$ cat src/hdl/conv_geom_pkg.sv
package conv_geom_pkg;

  ////////////////////
  // Input frame
  localparam int IMAGE_WIDTH    = 8;
  localparam int IMAGE_HEIGHT   = 8;
  localparam int CHANNEL_NUM_IN = 2;

  ////////////////////
  // Kernel and dilation
  localparam int KERNEL = 3;
  localparam int RATE   = 2;
  // Reach of one dilated window, in pixels
  localparam int SPAN   = RATE * (KERNEL - 1);
  localparam int TAPS   = KERNEL * KERNEL;

  ////////////////////
  // Valid-mode output and buffer depths
  localparam int OUT_WIDTH    = IMAGE_WIDTH - SPAN;
  localparam int OUT_HEIGHT   = IMAGE_HEIGHT - SPAN;
  localparam int OUT_SIZE     = OUT_WIDTH * OUT_HEIGHT;
  // Oldest tap sits SPAN rows and SPAN columns back
  localparam int WINDOW_DEPTH = SPAN * IMAGE_WIDTH + SPAN + 1;
  localparam int WEIGHT_COUNT = TAPS * CHANNEL_NUM_IN;

endpackage

$ cat src/hdl/fixed_point_pkg.sv
package fixed_point_pkg;

  ////////////////////
  // Pixel and weight words, signed Q8.8
  localparam int DATA_WIDTH = 16;
  localparam int FRAC_BITS  = 8;

  ////////////////////
  // Full product of two words
  localparam int PROD_WIDTH = 2 * DATA_WIDTH;
  // Room for 18 products plus sign growth
  localparam int ACC_WIDTH  = 40;

  // Saturation limits of a Q8.8 word
  localparam logic signed [DATA_WIDTH-1:0] DATA_MAX = {1'b0, {(DATA_WIDTH - 1){1'b1}}};
  localparam logic signed [DATA_WIDTH-1:0] DATA_MIN = {1'b1, {(DATA_WIDTH - 1){1'b0}}};

endpackage

$ cat src/hdl/output_align_fifo.sv
`timescale 1ns/10ps

module output_align_fifo
  import fixed_point_pkg::*;
  import conv_geom_pkg::*;
(
  input  logic                   clk,
  input  logic                   reset,
  input  logic                   wr_en,
  input  logic [DATA_WIDTH-1:0]  din,
  output logic [DATA_WIDTH-1:0]  dout,
  output logic                   valid_out
);

  logic [DATA_WIDTH-1:0] mem [OUT_SIZE];

  logic [$clog2(OUT_SIZE)-1:0]   wr_ptr;
  logic [$clog2(OUT_SIZE)-1:0]   rd_ptr;
  logic [$clog2(OUT_SIZE + 1)-1:0] count;
  logic                          full;
  logic                          empty;
  logic                          read_en;
  logic                          rd;

  assign full  = (count == OUT_SIZE);
  assign empty = (count == '0);
  assign rd    = read_en && !empty;

  ////////////////////
  // Storage and registered read port
  always_ff @(posedge clk) begin
    if (wr_en) begin
      mem[wr_ptr] <= din;
    end
    if (rd) begin
      dout <= mem[rd_ptr];
    end
  end

  ////////////////////
  // Pointers and fill level
  always_ff @(posedge clk) begin
    if (reset) begin
      wr_ptr <= '0;
      rd_ptr <= '0;
      count  <= '0;
    end else begin
      // Depth is a power of two, pointers wrap by themselves
      if (wr_en) begin
        wr_ptr <= wr_ptr + 1'b1;
      end
      if (rd) begin
        rd_ptr <= rd_ptr + 1'b1;
      end
      case ({wr_en, rd})
        2'b10:   count <= count + 1'b1;
        2'b01:   count <= count - 1'b1;
        default: count <= count;
      endcase
    end
  end

  // Hold the first frame until full, then stream for good
  always_ff @(posedge clk) begin
    if (reset) begin
      read_en   <= 1'b0;
      valid_out <= 1'b0;
    end else begin
      if (full) begin
        read_en <= 1'b1;
      end
      valid_out <= rd;
    end
  end

  // Overflow would drop a result of the next image
  a_no_overflow : assert property (
    @(posedge clk) disable iff (reset) (wr_en && full) |-> rd
  );

endmodule

$ cat config.mk
export PLATFORM = sky130hd
export DESIGN_NAME = output_align_fifo
export DESIGN_NICKNAME = d
export VERILOG_FILES = /design/src/hdl/conv_geom_pkg.sv /design/src/hdl/fixed_point_pkg.sv /design/src/hdl/output_align_fifo.sv
export SDC_FILE = /design/constraint.sdc
export NUM_CORES = 1
export LEC_CHECK = 0
export ABC_AREA = 0
export BUFFER_PORTS_ARGS = -buffer_cell sky130_fd_sc_hd__buf_2
export CAP_MARGIN = 10
export CELL_PAD_IN_SITES_DETAIL_PLACEMENT = 2
export CELL_PAD_IN_SITES_GLOBAL_PLACEMENT = 2
export CORE_MARGIN = 3
export CORE_UTILIZATION = 51
export CTS_CLUSTER_SIZE = 24
export DETAILED_ROUTE_END_ITERATION = 16
export GPL_ROUTABILITY_DRIVEN = 0
export MAX_ROUTING_LAYER = met4
export PLACE_DENSITY = 0.8
export SLEW_MARGIN = 20
export SYNTH_ARGS = -nofsm -noshare
export SYNTH_HDL_FRONTEND = slang
export SYNTH_SLANG_ARGS = --single-unit
$ cat constraint.sdc
create_clock -name clk -period 6.4 [get_ports clk]
set_input_delay 1.28 -clock clk [delete_from_list [all_inputs] [get_ports clk]]
set_output_delay 1.28 -clock clk [all_outputs]
set_load 0.02 [all_outputs]
# Word level (Yosys, flattened, before mapping)
# Memories as Yosys holds them, arrays and structs flattened. A register that Yosys moved wholly into a read port is not among the register bits.
# Index checks and enable logic that the tools add are counted.
# op_classes
add_sub_neg,4
eq_ne,3
mux,3
reduce_logical,4
# op_table
op,n
$pmux W5 S2,1
$add A4 B1 Y4 const B,2
$add A5 B1 Y5 const B,1
$eq A5 B5 Y1 const B,1
$logic_not A5 Y1,1
$sub A5 B1 Y5 const B,1
$eq A2 B1 Y1 const B,1
$eq A2 B2 Y1 const B,1
$mux W1,2
$reduce_bool A2 Y1,1
$logic_and A1 B1 Y1,1
$logic_not A1 Y1,1
# word_totals
regBits,15
ramBits,256
input_bits,19
out_inout_bits,17
wordCells,20
mem_count,1
# mem_list
name,words,width,rd,rd_ports_with_merged_regs,wr,line_no,source
mem,16,16,1,1,1,output_align_fifo.sv:15,logic [DATA_WIDTH-1:0] mem [OUT_SIZE];

# Logic depth before layout (Yosys ltp)
# Gate-level depths: netlist of the first run.
# logic_depth
ltp_word,5
mapped_depth,12
mapped_depth_nobuf,10

# Least setup slack after synthesis of the first run
# Ideal clock, no wire load.
# synth_timing
path_type,input to register
startpoint,input wr_en
endpoint,register count[4]
setup_ns,0.123
arrival_ns,3.201
t_required_ns,6.277
path_slack_ns,3.076
path_stages,10
n_path_buf,2
path_cell_list,clkbuf_1 inv_1 ha_1 buf_2 xor2_1 ha_1 a21oi_1 or3b_1 a31oi_1 mux2_1
# synth_between
elab_chain_len,2
elab_cells_between_ends,4
classes_between,eq/ne: 2; mux: 1; reduce/logical: 1
# synth_rtl
element,line_no,source
from (decl),output_align_fifo.sv:9,"input logic wr_en,"
$eq A2 B1 Y1 / $eq A2 B2 Y1 (equally long branches),output_align_fifo.sv:55,"case ({wr_en, rd})"
$pmux W5 S2 / $reduce_bool A2 Y1 (equally long branches),n/a,
to (signal assigned),output_align_fifo.sv:56,2'b10: count <= count + 1'b1;
to (signal assigned),output_align_fifo.sv:57,2'b01: count <= count - 1'b1;
to (signal assigned),output_align_fifo.sv:58,default: count <= count;
to (decl),output_align_fifo.sv:19,logic [$clog2(OUT_SIZE + 1)-1:0] count;
# Several ways; a longest one is shown, not always the timed one.
# A chain may end at the register's enable or synchronous reset.

# Worst setup path after layout of the first run
# layout_timing
startpoint,register count[1]
endpoint,register count[4]
# layout_between
elab_chain_len,5
elab_cells_between_ends,9
classes_between,add/sub: 2; eq/ne: 2; mux: 1; reduce/logical: 4
# layout_rtl
element,line_no,source
$logic_not A5 Y1 (*),output_align_fifo.sv:26,assign empty = (count == '0);
$logic_not A1 Y1 (*),output_align_fifo.sv:27,assign rd = read_en && !empty;
$logic_and A1 B1 Y1 (*),output_align_fifo.sv:27,
via rd,output_align_fifo.sv:23,logic rd;
$eq A2 B1 Y1 / $eq A2 B2 Y1 (equally long branches),output_align_fifo.sv:55,
$pmux W5 S2 / $reduce_bool A2 Y1 (equally long branches),n/a,
# The timed path passes the listed nets; every way through them passes the cells marked *.

==> metrics.md, run 1 <==
| Metric | Value |
|---|---|
| Status | `finished clean` |
| Post-synth cell types | `38` |
| Logic pwr share | `approximately 2.6%` |
| Post-synthesis register bit count | `~290` |
| Share of power burned in the clock network | `between 40% and 50%` |
| Top cells by area, synth | `edfxtp_1 73%, mux4_2 6.4%, mux2i_1 6.0%` |
| Slew Limit Fails | `0` |
| Leading area contributor after synthesis | `edfxtp_1` |
| Clock root buffer | `clkbuf_16` |
| Critical path required time | `6.83 ns` |
| Wire length on met2 | `between 15,000 and 20,000 um` |
| Via count | `6,091` |
| Sequential share of power | `a little over half` |
| DRT Pass-1 Iters | `4` |
| Starting DRT DRC Count | `about 660` |
| Slew @ Worst Pin | `roughly 1.3 ns` |
| Slew headroom | `around 16%` |
| Starting Density | `approximately 53%` |
| Hold path depth | `2` |
| Syn avg cell area | `between 15 and 20 um2` |
| Cell area power density | `a little over 300 mW/mm2` |
| Top layer used by detailed routing | `met4` |
| Clock buffer depth | `3` |
| Design area | `about 0.013 mm2` |
| Sequential area share after synthesis | `between 70% and 80%` |
| Overall power | `3.88 mW` |
| Pin count of the biggest net entering global routing | `40` |
| CP startpoint kind | `flop` |
| Global-route wire length before repair | `around 48,000 um` |
| Int Power | `slightly above 3 mW` |
| Asr flop ratio synth | `0%` |
| Drt wl/cell | `35.2 um` |
| Most common cell in the netlist | `edfxtp_1` |
| DRT met1 WL | `around 13,000 um` |
| Chip width | `between 150 and 200 um` |
| PortBufs | `35` |
| RSZ-0062 raised after global routing | `no` |
| Total global routing track utilization | `between 20% and 30%` |
| Metal3 WL | `1580 um` |
| Post-CTS setup repair buffer count | `0` |
| Fillers | `between 1,500 and 2,000` |
| Worst Setup SP | `count[1]$_SDFFE_PP0P_` |
| Worst IR Drop VDD | `0.255 mV` |
| Post-Syn Nets | `622` |
| DP HPWL | `between 15,000 and 20,000 um` |
| Worst hold start | `read_en$_SDFFE_PP0N_` |
| Final Hold Fails | `0` |
| Routed Antenna Nets | `0` |
| Final WS setup | `~2.0 ns` |
| Hold-fix buffers at CTS | `0` |
| Worst-Skew Late Latency | `0.56 ns` |
| Post-synth EDFFs | `around 270` |
| Row count | `53` |
| Arrival time worst endpoint | `4.84 ns` |
| Antenna violations before repair | `1` |
| Total net switching power | `827 uW` |
| Ys Warns | `0` |
| Final WL | `between 30,000 and 40,000 um` |
| Die H | `154 um` |
| Die area | `between 0.02 and 0.025 mm2` |
| CTS buffer count | `29` |
| Fmax | `around 230 MHz` |
| Max_cap viols | `0` |
| Layout cell share with drive strength beyond 1 | `approximately 22%` |
| CP Max Fanout | `18` |
| Minimum clock period | `approximately 4.4 ns` |
| Final #Nets | `around 670` |
| CTS tree | `done` |
| Period utilisation layout | `between 60% and 70%` |
| Post-Syn Area | `0.0112 mm2` |
| GRT overflow | `0` |
| H-tree depth | `1` |
| Core Area | `around 0.021 mm2` |
| CTS Sinks | `approximately 290` |
| Hold WC Path Type | `flop to flop` |
| Setup TNS Final | `0 ns` |
| Crit. End Element | `flop` |
| DP Worst Slack | `~2.4 ns` |
| Setup Viol. Count Final | `0` |
| Synth top area share | `between 70% and 80%` |
| Crit path kind | `flop to flop` |
| Vias per cell | `6.47` |
| Clock Skews | `0.0212 ns` |
| Reg2Reg Depth | `10` |
| Ys flop type | `edfxtp_1` |
| Hold Slack | `between 0.5 and 0.6 ns` |
| Quantity of gates resized following cts | `0` |
| # IOs | `36` |
| Vias in the first global route | `6,762` |
| Post-synth top cells | `272 x edfxtp_1, 67 x mux2i_1, 32 x a221oi_1, 32 x mux4_2, 28 x nor2_1` |
| Clk pin slew, worst setup/hold paths | `approximately 0.060 ns` |
| Placed Area | `between 0.01 and 0.015 mm2` |
| DRC viols | `0` |
| Syn Inst Count | `between 500 and 600` |
| Leak Pwr | `between 3 and 4 nW` |
| Switching Fraction | `21.3%` |
| Synth-to-layout area growth | `13.0%` |
| RR Startpoint | `count[1]$_SDFFE_PP0P_` |
-- sequential cells by signal, indices dropped and copies added, names as in the netlist --
signal,flops
wr_ptr,4
read_en,1
valid_out,1
count,5
rd_ptr,4
mem,256
dout,16
-- logic make-up (layout without fill, tap and decap cells) --
kind of cell | Yosys count | in the layout | synth area share (%)
adder cells (fa/ha/maj) | 8 | 8 | 0.895
flip-flops | 287 | 287 | 75.7
multiplexers | 101 | 101 | 12.6
AO/OA/AOI/OAI | 77 | 77 | 5.14
AND/OR/NAND/NOR | 73 | 73 | 3.00
XOR/XNOR | 9 | 9 | 0.705
other | 0 | 1 | 0
buffers and inverters | 40 | 111 | 1.90
-- worst max-delay path: stages (launching register included) --
cell and delay (ns):
dfxtp_1 0.39, or4_4 0.60, o21ai_4 0.23, clkinv_1 0.86, ha_1 0.71, xor2_1 0.27, ha_1 0.27, a21oi_1 0.10
or3b_1 0.36, a31oi_1 0.18, mux2_1 0.33
-- worst paths after layout --
kind              slack [ns]                     to
setup reg to reg        1.99  count[4]$_SDFFE_PP0P_
hold / removal          0.59   valid_out$_SDFF_PP0_
hold reg to reg         0.59   valid_out$_SDFF_PP0_
setup / recovery        1.99  count[4]$_SDFFE_PP0P_
-- per-stage QoR --
step           utilization (%)  cells
6_report                  59.4    942
5_1_grt                   59.4    942
4_1_cts                   59.3    941
3_5_place_dp              55.0    888
3_3_place_gp              55.0    888
2_1_floorplan                -    595
-- metal layers --
layer	vias up	track usage, %
met5	-	-
met2	236	49.0
met3	72	3.41
li1	2497	-
met4	0	8.92
met1	3286	37.5
-- power by group through the flow --
stage	Sequential (mW)	Clock, mW	Combinational (mW)
after floorplan	2.12	0	0.0454
after global placement	2.12	0	0.0858
after detailed placement	2.13	0	0.0977
after CTS	2.09	1.72	0.101
after global routing	2.09	1.78	0.110
final	2.09	1.69	0.101
-- cell type report --
| cell class | count | area, um2 | share of cell area [%] |
|---|---|---|---|
| sequential | 287 | 8470 | 67.0 |
| clock buffer | 33 | 741 | 5.86 |
| antenna | 1 | 2.50 | 0.0198 |
| multi-input combinational | 268 | 2570 | 20.3 |
| timing repair buffer | 52 | 303 | 2.40 |
| clock inverter | 20 | 180 | 1.43 |
| inverter | 6 | 22.5 | 0.178 |
| tap | 275 | 344 | 2.72 |
-- cell usage in the layout (no fill, tap or decap), types with 2 or more instances in the layout --
master	count
buf_4	17
xor2_1	7
nand2b_1	6
nor2_2	11
buf_2	35
bufinv_16	3
a21oi_1	6
clkinv_2	4
nor2b_1	3
clkbuf_1	4
nor2_4	3
nor2_1	14
dfxtp_1	14
mux2i_1	67
a221oi_1	32
clkinvlp_4	3
nor3_2	2
edfxtp_1	272
clkbuf_16	29
clkinv_1	10
a22oi_1	16
inv_1	4
o21ai_0	18
nand2_1	23
ha_1	8
xnor2_1	2
mux4_2	32
No activity file was read; power rests on OpenSTA's default activity.
==> inputs of run 2 (changes only) <==
- CORE_UTILIZATION: 51 -> 48
- PLACE_DENSITY: 0.8 -> 0.76
- clock period: 6.4 -> 4.6 ns (I/O delays scaled with it)
==> run 2 against run 1 <==
  * Sequential power rose by 39%
  * Core utilization decreased by 3.3 points
  * Clock power up 43%
  * Largest power group unchanged
  * Via count down 2.6%
  * Highest routed layer unchanged
  * Critical path depth rose by 1
  * Die area grew 6.0%
==> metrics.md, run 2 (synthesis results as in run 1) <==
| Metric | Value |
|---|---|
| Global-route wire length before repair | `45,500 um (was 48,500 um)` |
| Max_cap viols | `0 (unchanged)` |
| Via count | `5,933 (was 6,091)` |
| Arrival time worst endpoint | `3.91 ns (was 4.84 ns)` |
| CP Max Fanout | `18 (unchanged)` |
| Worst IR Drop VDD | `0.348 mV (was 0.255 mV)` |
| CP startpoint kind | `flop (unchanged)` |
| Quantity of gates resized following cts | `0 (unchanged)` |
| CP cell instances | `or4_4 > o21ai_4 > inv_1 > buf_4 > ha_1 > xor2_1 > ha_1 > a21oi_1 > or3b_1 > a31oi_1 > mux2_1 (was or4_4 > o21ai_4 > clkinv_1 > ha_1 > xor2_1 > ha_1 > a21oi_1 > or3b_1 > a31oi_1 > mux2_1)` |
| Non-filler cells, final | `991 (was 942)` |
| Leak Pwr | `4.05 nW (was 3.97 nW)` |
| PortBufs | `35 (unchanged)` |
| Antenna violations before repair | `2 (was 1)` |
| Final WL | `31,800 um (was 33,100 um)` |
| DRC viols | `0 (unchanged)` |
| Top flop regs | `mem x256, dout x16, count x5 (unchanged)` |
| Clk pin slew, worst setup/hold paths | `0.07 ns (was 0.06 ns)` |
| CTS Sinks | `287 (unchanged)` |
| DP HPWL | `17,500 um (was 18,400 um)` |
| Cell area power density | `427 mW/mm2 (was 307 mW/mm2)` |
| Vias per cell | `5.99 (was 6.47)` |
| Layout cell share with drive strength beyond 1 | `23.2% (was 22.2%)` |
| Slew @ Worst Pin | `0.975 ns (was 1.27 ns)` |
| WP buf/inv | `2 (was 1)` |
| Crit path kind | `flop to flop (unchanged)` |
| CTS buffer count | `30 (was 29)` |
| Fillers | `1,906 (was 1,710)` |
| Minimum clock period | `3.47 ns (was 4.41 ns)` |
| Biggest register | `mem (unchanged)` |
| Core Area | `0.0228 mm2 (was 0.0213 mm2)` |
| Register area | `0.00847 mm2 (about the same)` |
| Clock root buffer | `clkbuf_16 (unchanged)` |
| Drt wl/cell | `32.1 um (was 35.2 um)` |
| Vias in the first global route | `6,573 (was 6,762)` |
| Hold Slack | `0.576 ns (was 0.593 ns)` |
| Starting Density | `49.1% (was 52.5%)` |
| Max reg flops | `256 (unchanged)` |
| Critical path depth | `11 (was 10)` |
| Starting DRT DRC Count | `531 (was 658)` |
| Slowest CP cell | `or4_4 (was clkinv_1)` |
| Total global routing track utilization | `26.1% (was 29.1%)` |
| Worst-Skew Late Latency | `0.56 ns (about the same)` |
| Pin count of the biggest net entering global routing | `50 (was 40)` |
| Period utilisation layout | `75.4% (was 68.9%)` |
| CP top delay family | `simple AND/OR/NAND/NOR gates (was adder cells)` |
| Routed Antenna Nets | `0 (unchanged)` |
| Synth-to-layout area growth | `14.2% (was 13.0%)` |
| R2R Setup Slk | `1.13 ns (was 1.99 ns)` |
| Reg2Reg Depth | `11 (was 10)` |
| Post-CTS setup repair buffer count | `0 (unchanged)` |
| Setup TNS Final | `0 ns (unchanged)` |
| Die area | `0.0252 mm2 (was 0.0237 mm2)` |
| Reg2reg end | `count[4]$_SDFFE_PP0P_ (unchanged)` |
| Most frequent cells in the layout | `272 x edfxtp_1, 67 x mux2i_1, 35 x buf_2 (unchanged)` |
| Setup Viol. Count Final | `0 (unchanged)` |
| CP endpoint | `count[4]$_SDFFE_PP0P_ (unchanged)` |
| Clock buffer depth | `3 (unchanged)` |
| Core Util, Final | `56.1% (was 59.4%)` |
| CTS tree | `done (unchanged)` |
| Slew Limit Fails | `0 (unchanged)` |
| CP peak stage delay | `0.59 ns (was 0.86 ns)` |
| RR Startpoint | `count[1]$_SDFFE_PP0P_ (unchanged)` |
| Chip width | `159 um (was 154 um)` |
| Final Hold Fails | `0 (unchanged)` |
| Critical path required time | `5.04 ns (was 6.83 ns)` |
| Footprint of the multi-input gates | `0.00256 mm2 (was 0.00257 mm2)` |
| Final #Nets | `679 (was 671)` |
| # IOs | `36 (unchanged)` |
| RSZ-0062 raised after global routing | `no (unchanged)` |
| Hold-fix buffers at CTS | `0 (unchanged)` |
| Crit path top cell by count | `ha_1 (unchanged)` |
| Hold WC Path Type | `flop to flop (unchanged)` |
| DRT Pass-1 Iters | `5 (was 4)` |
| GRT overflow | `0 (unchanged)` |
| Status | `finished clean (unchanged)` |
| Overall power | `5.45 mW (was 3.88 mW)` |
| Row count | `55 (was 53)` |
| Die H | `159 um (was 154 um)` |
| Most common cell after layout, fill and taps aside | `edfxtp_1 (unchanged)` |
| Crit. End Element | `flop (unchanged)` |
| Worst Setup SP | `count[1]$_SDFFE_PP0P_ (unchanged)` |
| Clock Skews | `0.0168 ns (was 0.0212 ns)` |
| Placed insts | `933 (was 888)` |
| Slew headroom | `35.0% (was 15.5%)` |
| Fmax | `288 MHz (was 227 MHz)` |
| H-tree depth | `1 (unchanged)` |
-- run 2: cell types whose count changed in the layout (fill, tap and decap cells not counted) --
cell,before,now
clkinv_2,4,6
nor2_2,11,14
nor2_4,3,0
diode_2,1,2
clkbuf_16,29,30
dfxtp_1,14,13
clkinv_8,0,1
inv_1,4,5
inv_6,1,0
clkbuf_1,4,5
buf_4,17,23
dfxtp_2,0,1
buf_12,0,1
clkinvlp_4,3,1
-- run 2: per-layer routing --
metal  global-route usage (%)  wire length [um]
met1                     34.2             13100
met2                     42.8             16400
met3                     3.94              1380
met4                     8.28               909
met5                        -                 0
-- run 2: cell type report --
class | instances | share of cell area [%]
diodes | 2 | 0.0392
repair buffers | 59 | 2.88
multi-input cells | 268 | 20.0
clock inverters | 21 | 1.46
flip-flops and latches | 287 | 66.3
well taps | 313 | 3.07
inverters | 6 | 0.176
clock buffers | 35 | 6.02
-- run 2: worst min-delay path by stage --
stage                                startpoint                    end  cells after the start
after floorplan           count[2]$_SDFFE_PP0P_  count[2]$_SDFFE_PP0P_                      2
after global placement    count[2]$_SDFFE_PP0P_  count[2]$_SDFFE_PP0P_                      2
after detailed placement   read_en$_SDFFE_PP0N_   valid_out$_SDFF_PP0_                      2
after CTS                  read_en$_SDFFE_PP0N_   valid_out$_SDFF_PP0_                      2
after global routing       read_en$_SDFFE_PP0N_   valid_out$_SDFF_PP0_                      2
final                      read_en$_SDFFE_PP0N_   valid_out$_SDFF_PP0_                      2
-- run 2: where the power goes --
group / internal [mW] / total (mW) / switching, mW
registers: 2.89 / 2.91 / 0.0160
clock network: 1.36 / 2.41 / 1.04
logic: 0.0408 / 0.137 / 0.0958
-- run 2: through the flow --
step | worst slack (ns) | cell area (um2)
after floorplan | 1.43 | 11200
after global placement | 1.38 | 11800
after detailed placement | 1.20 | 11800
after CTS | 1.16 | 12800
after global routing | 0.967 | 12800
final | 1.13 | 12800
-- run 2: worst min-delay path, delay by kind of cell, from the launching register on --
kind            cells  cell delay, ns
simple gates        1            0.05
flops               1            0.37
compound gates      1            0.11
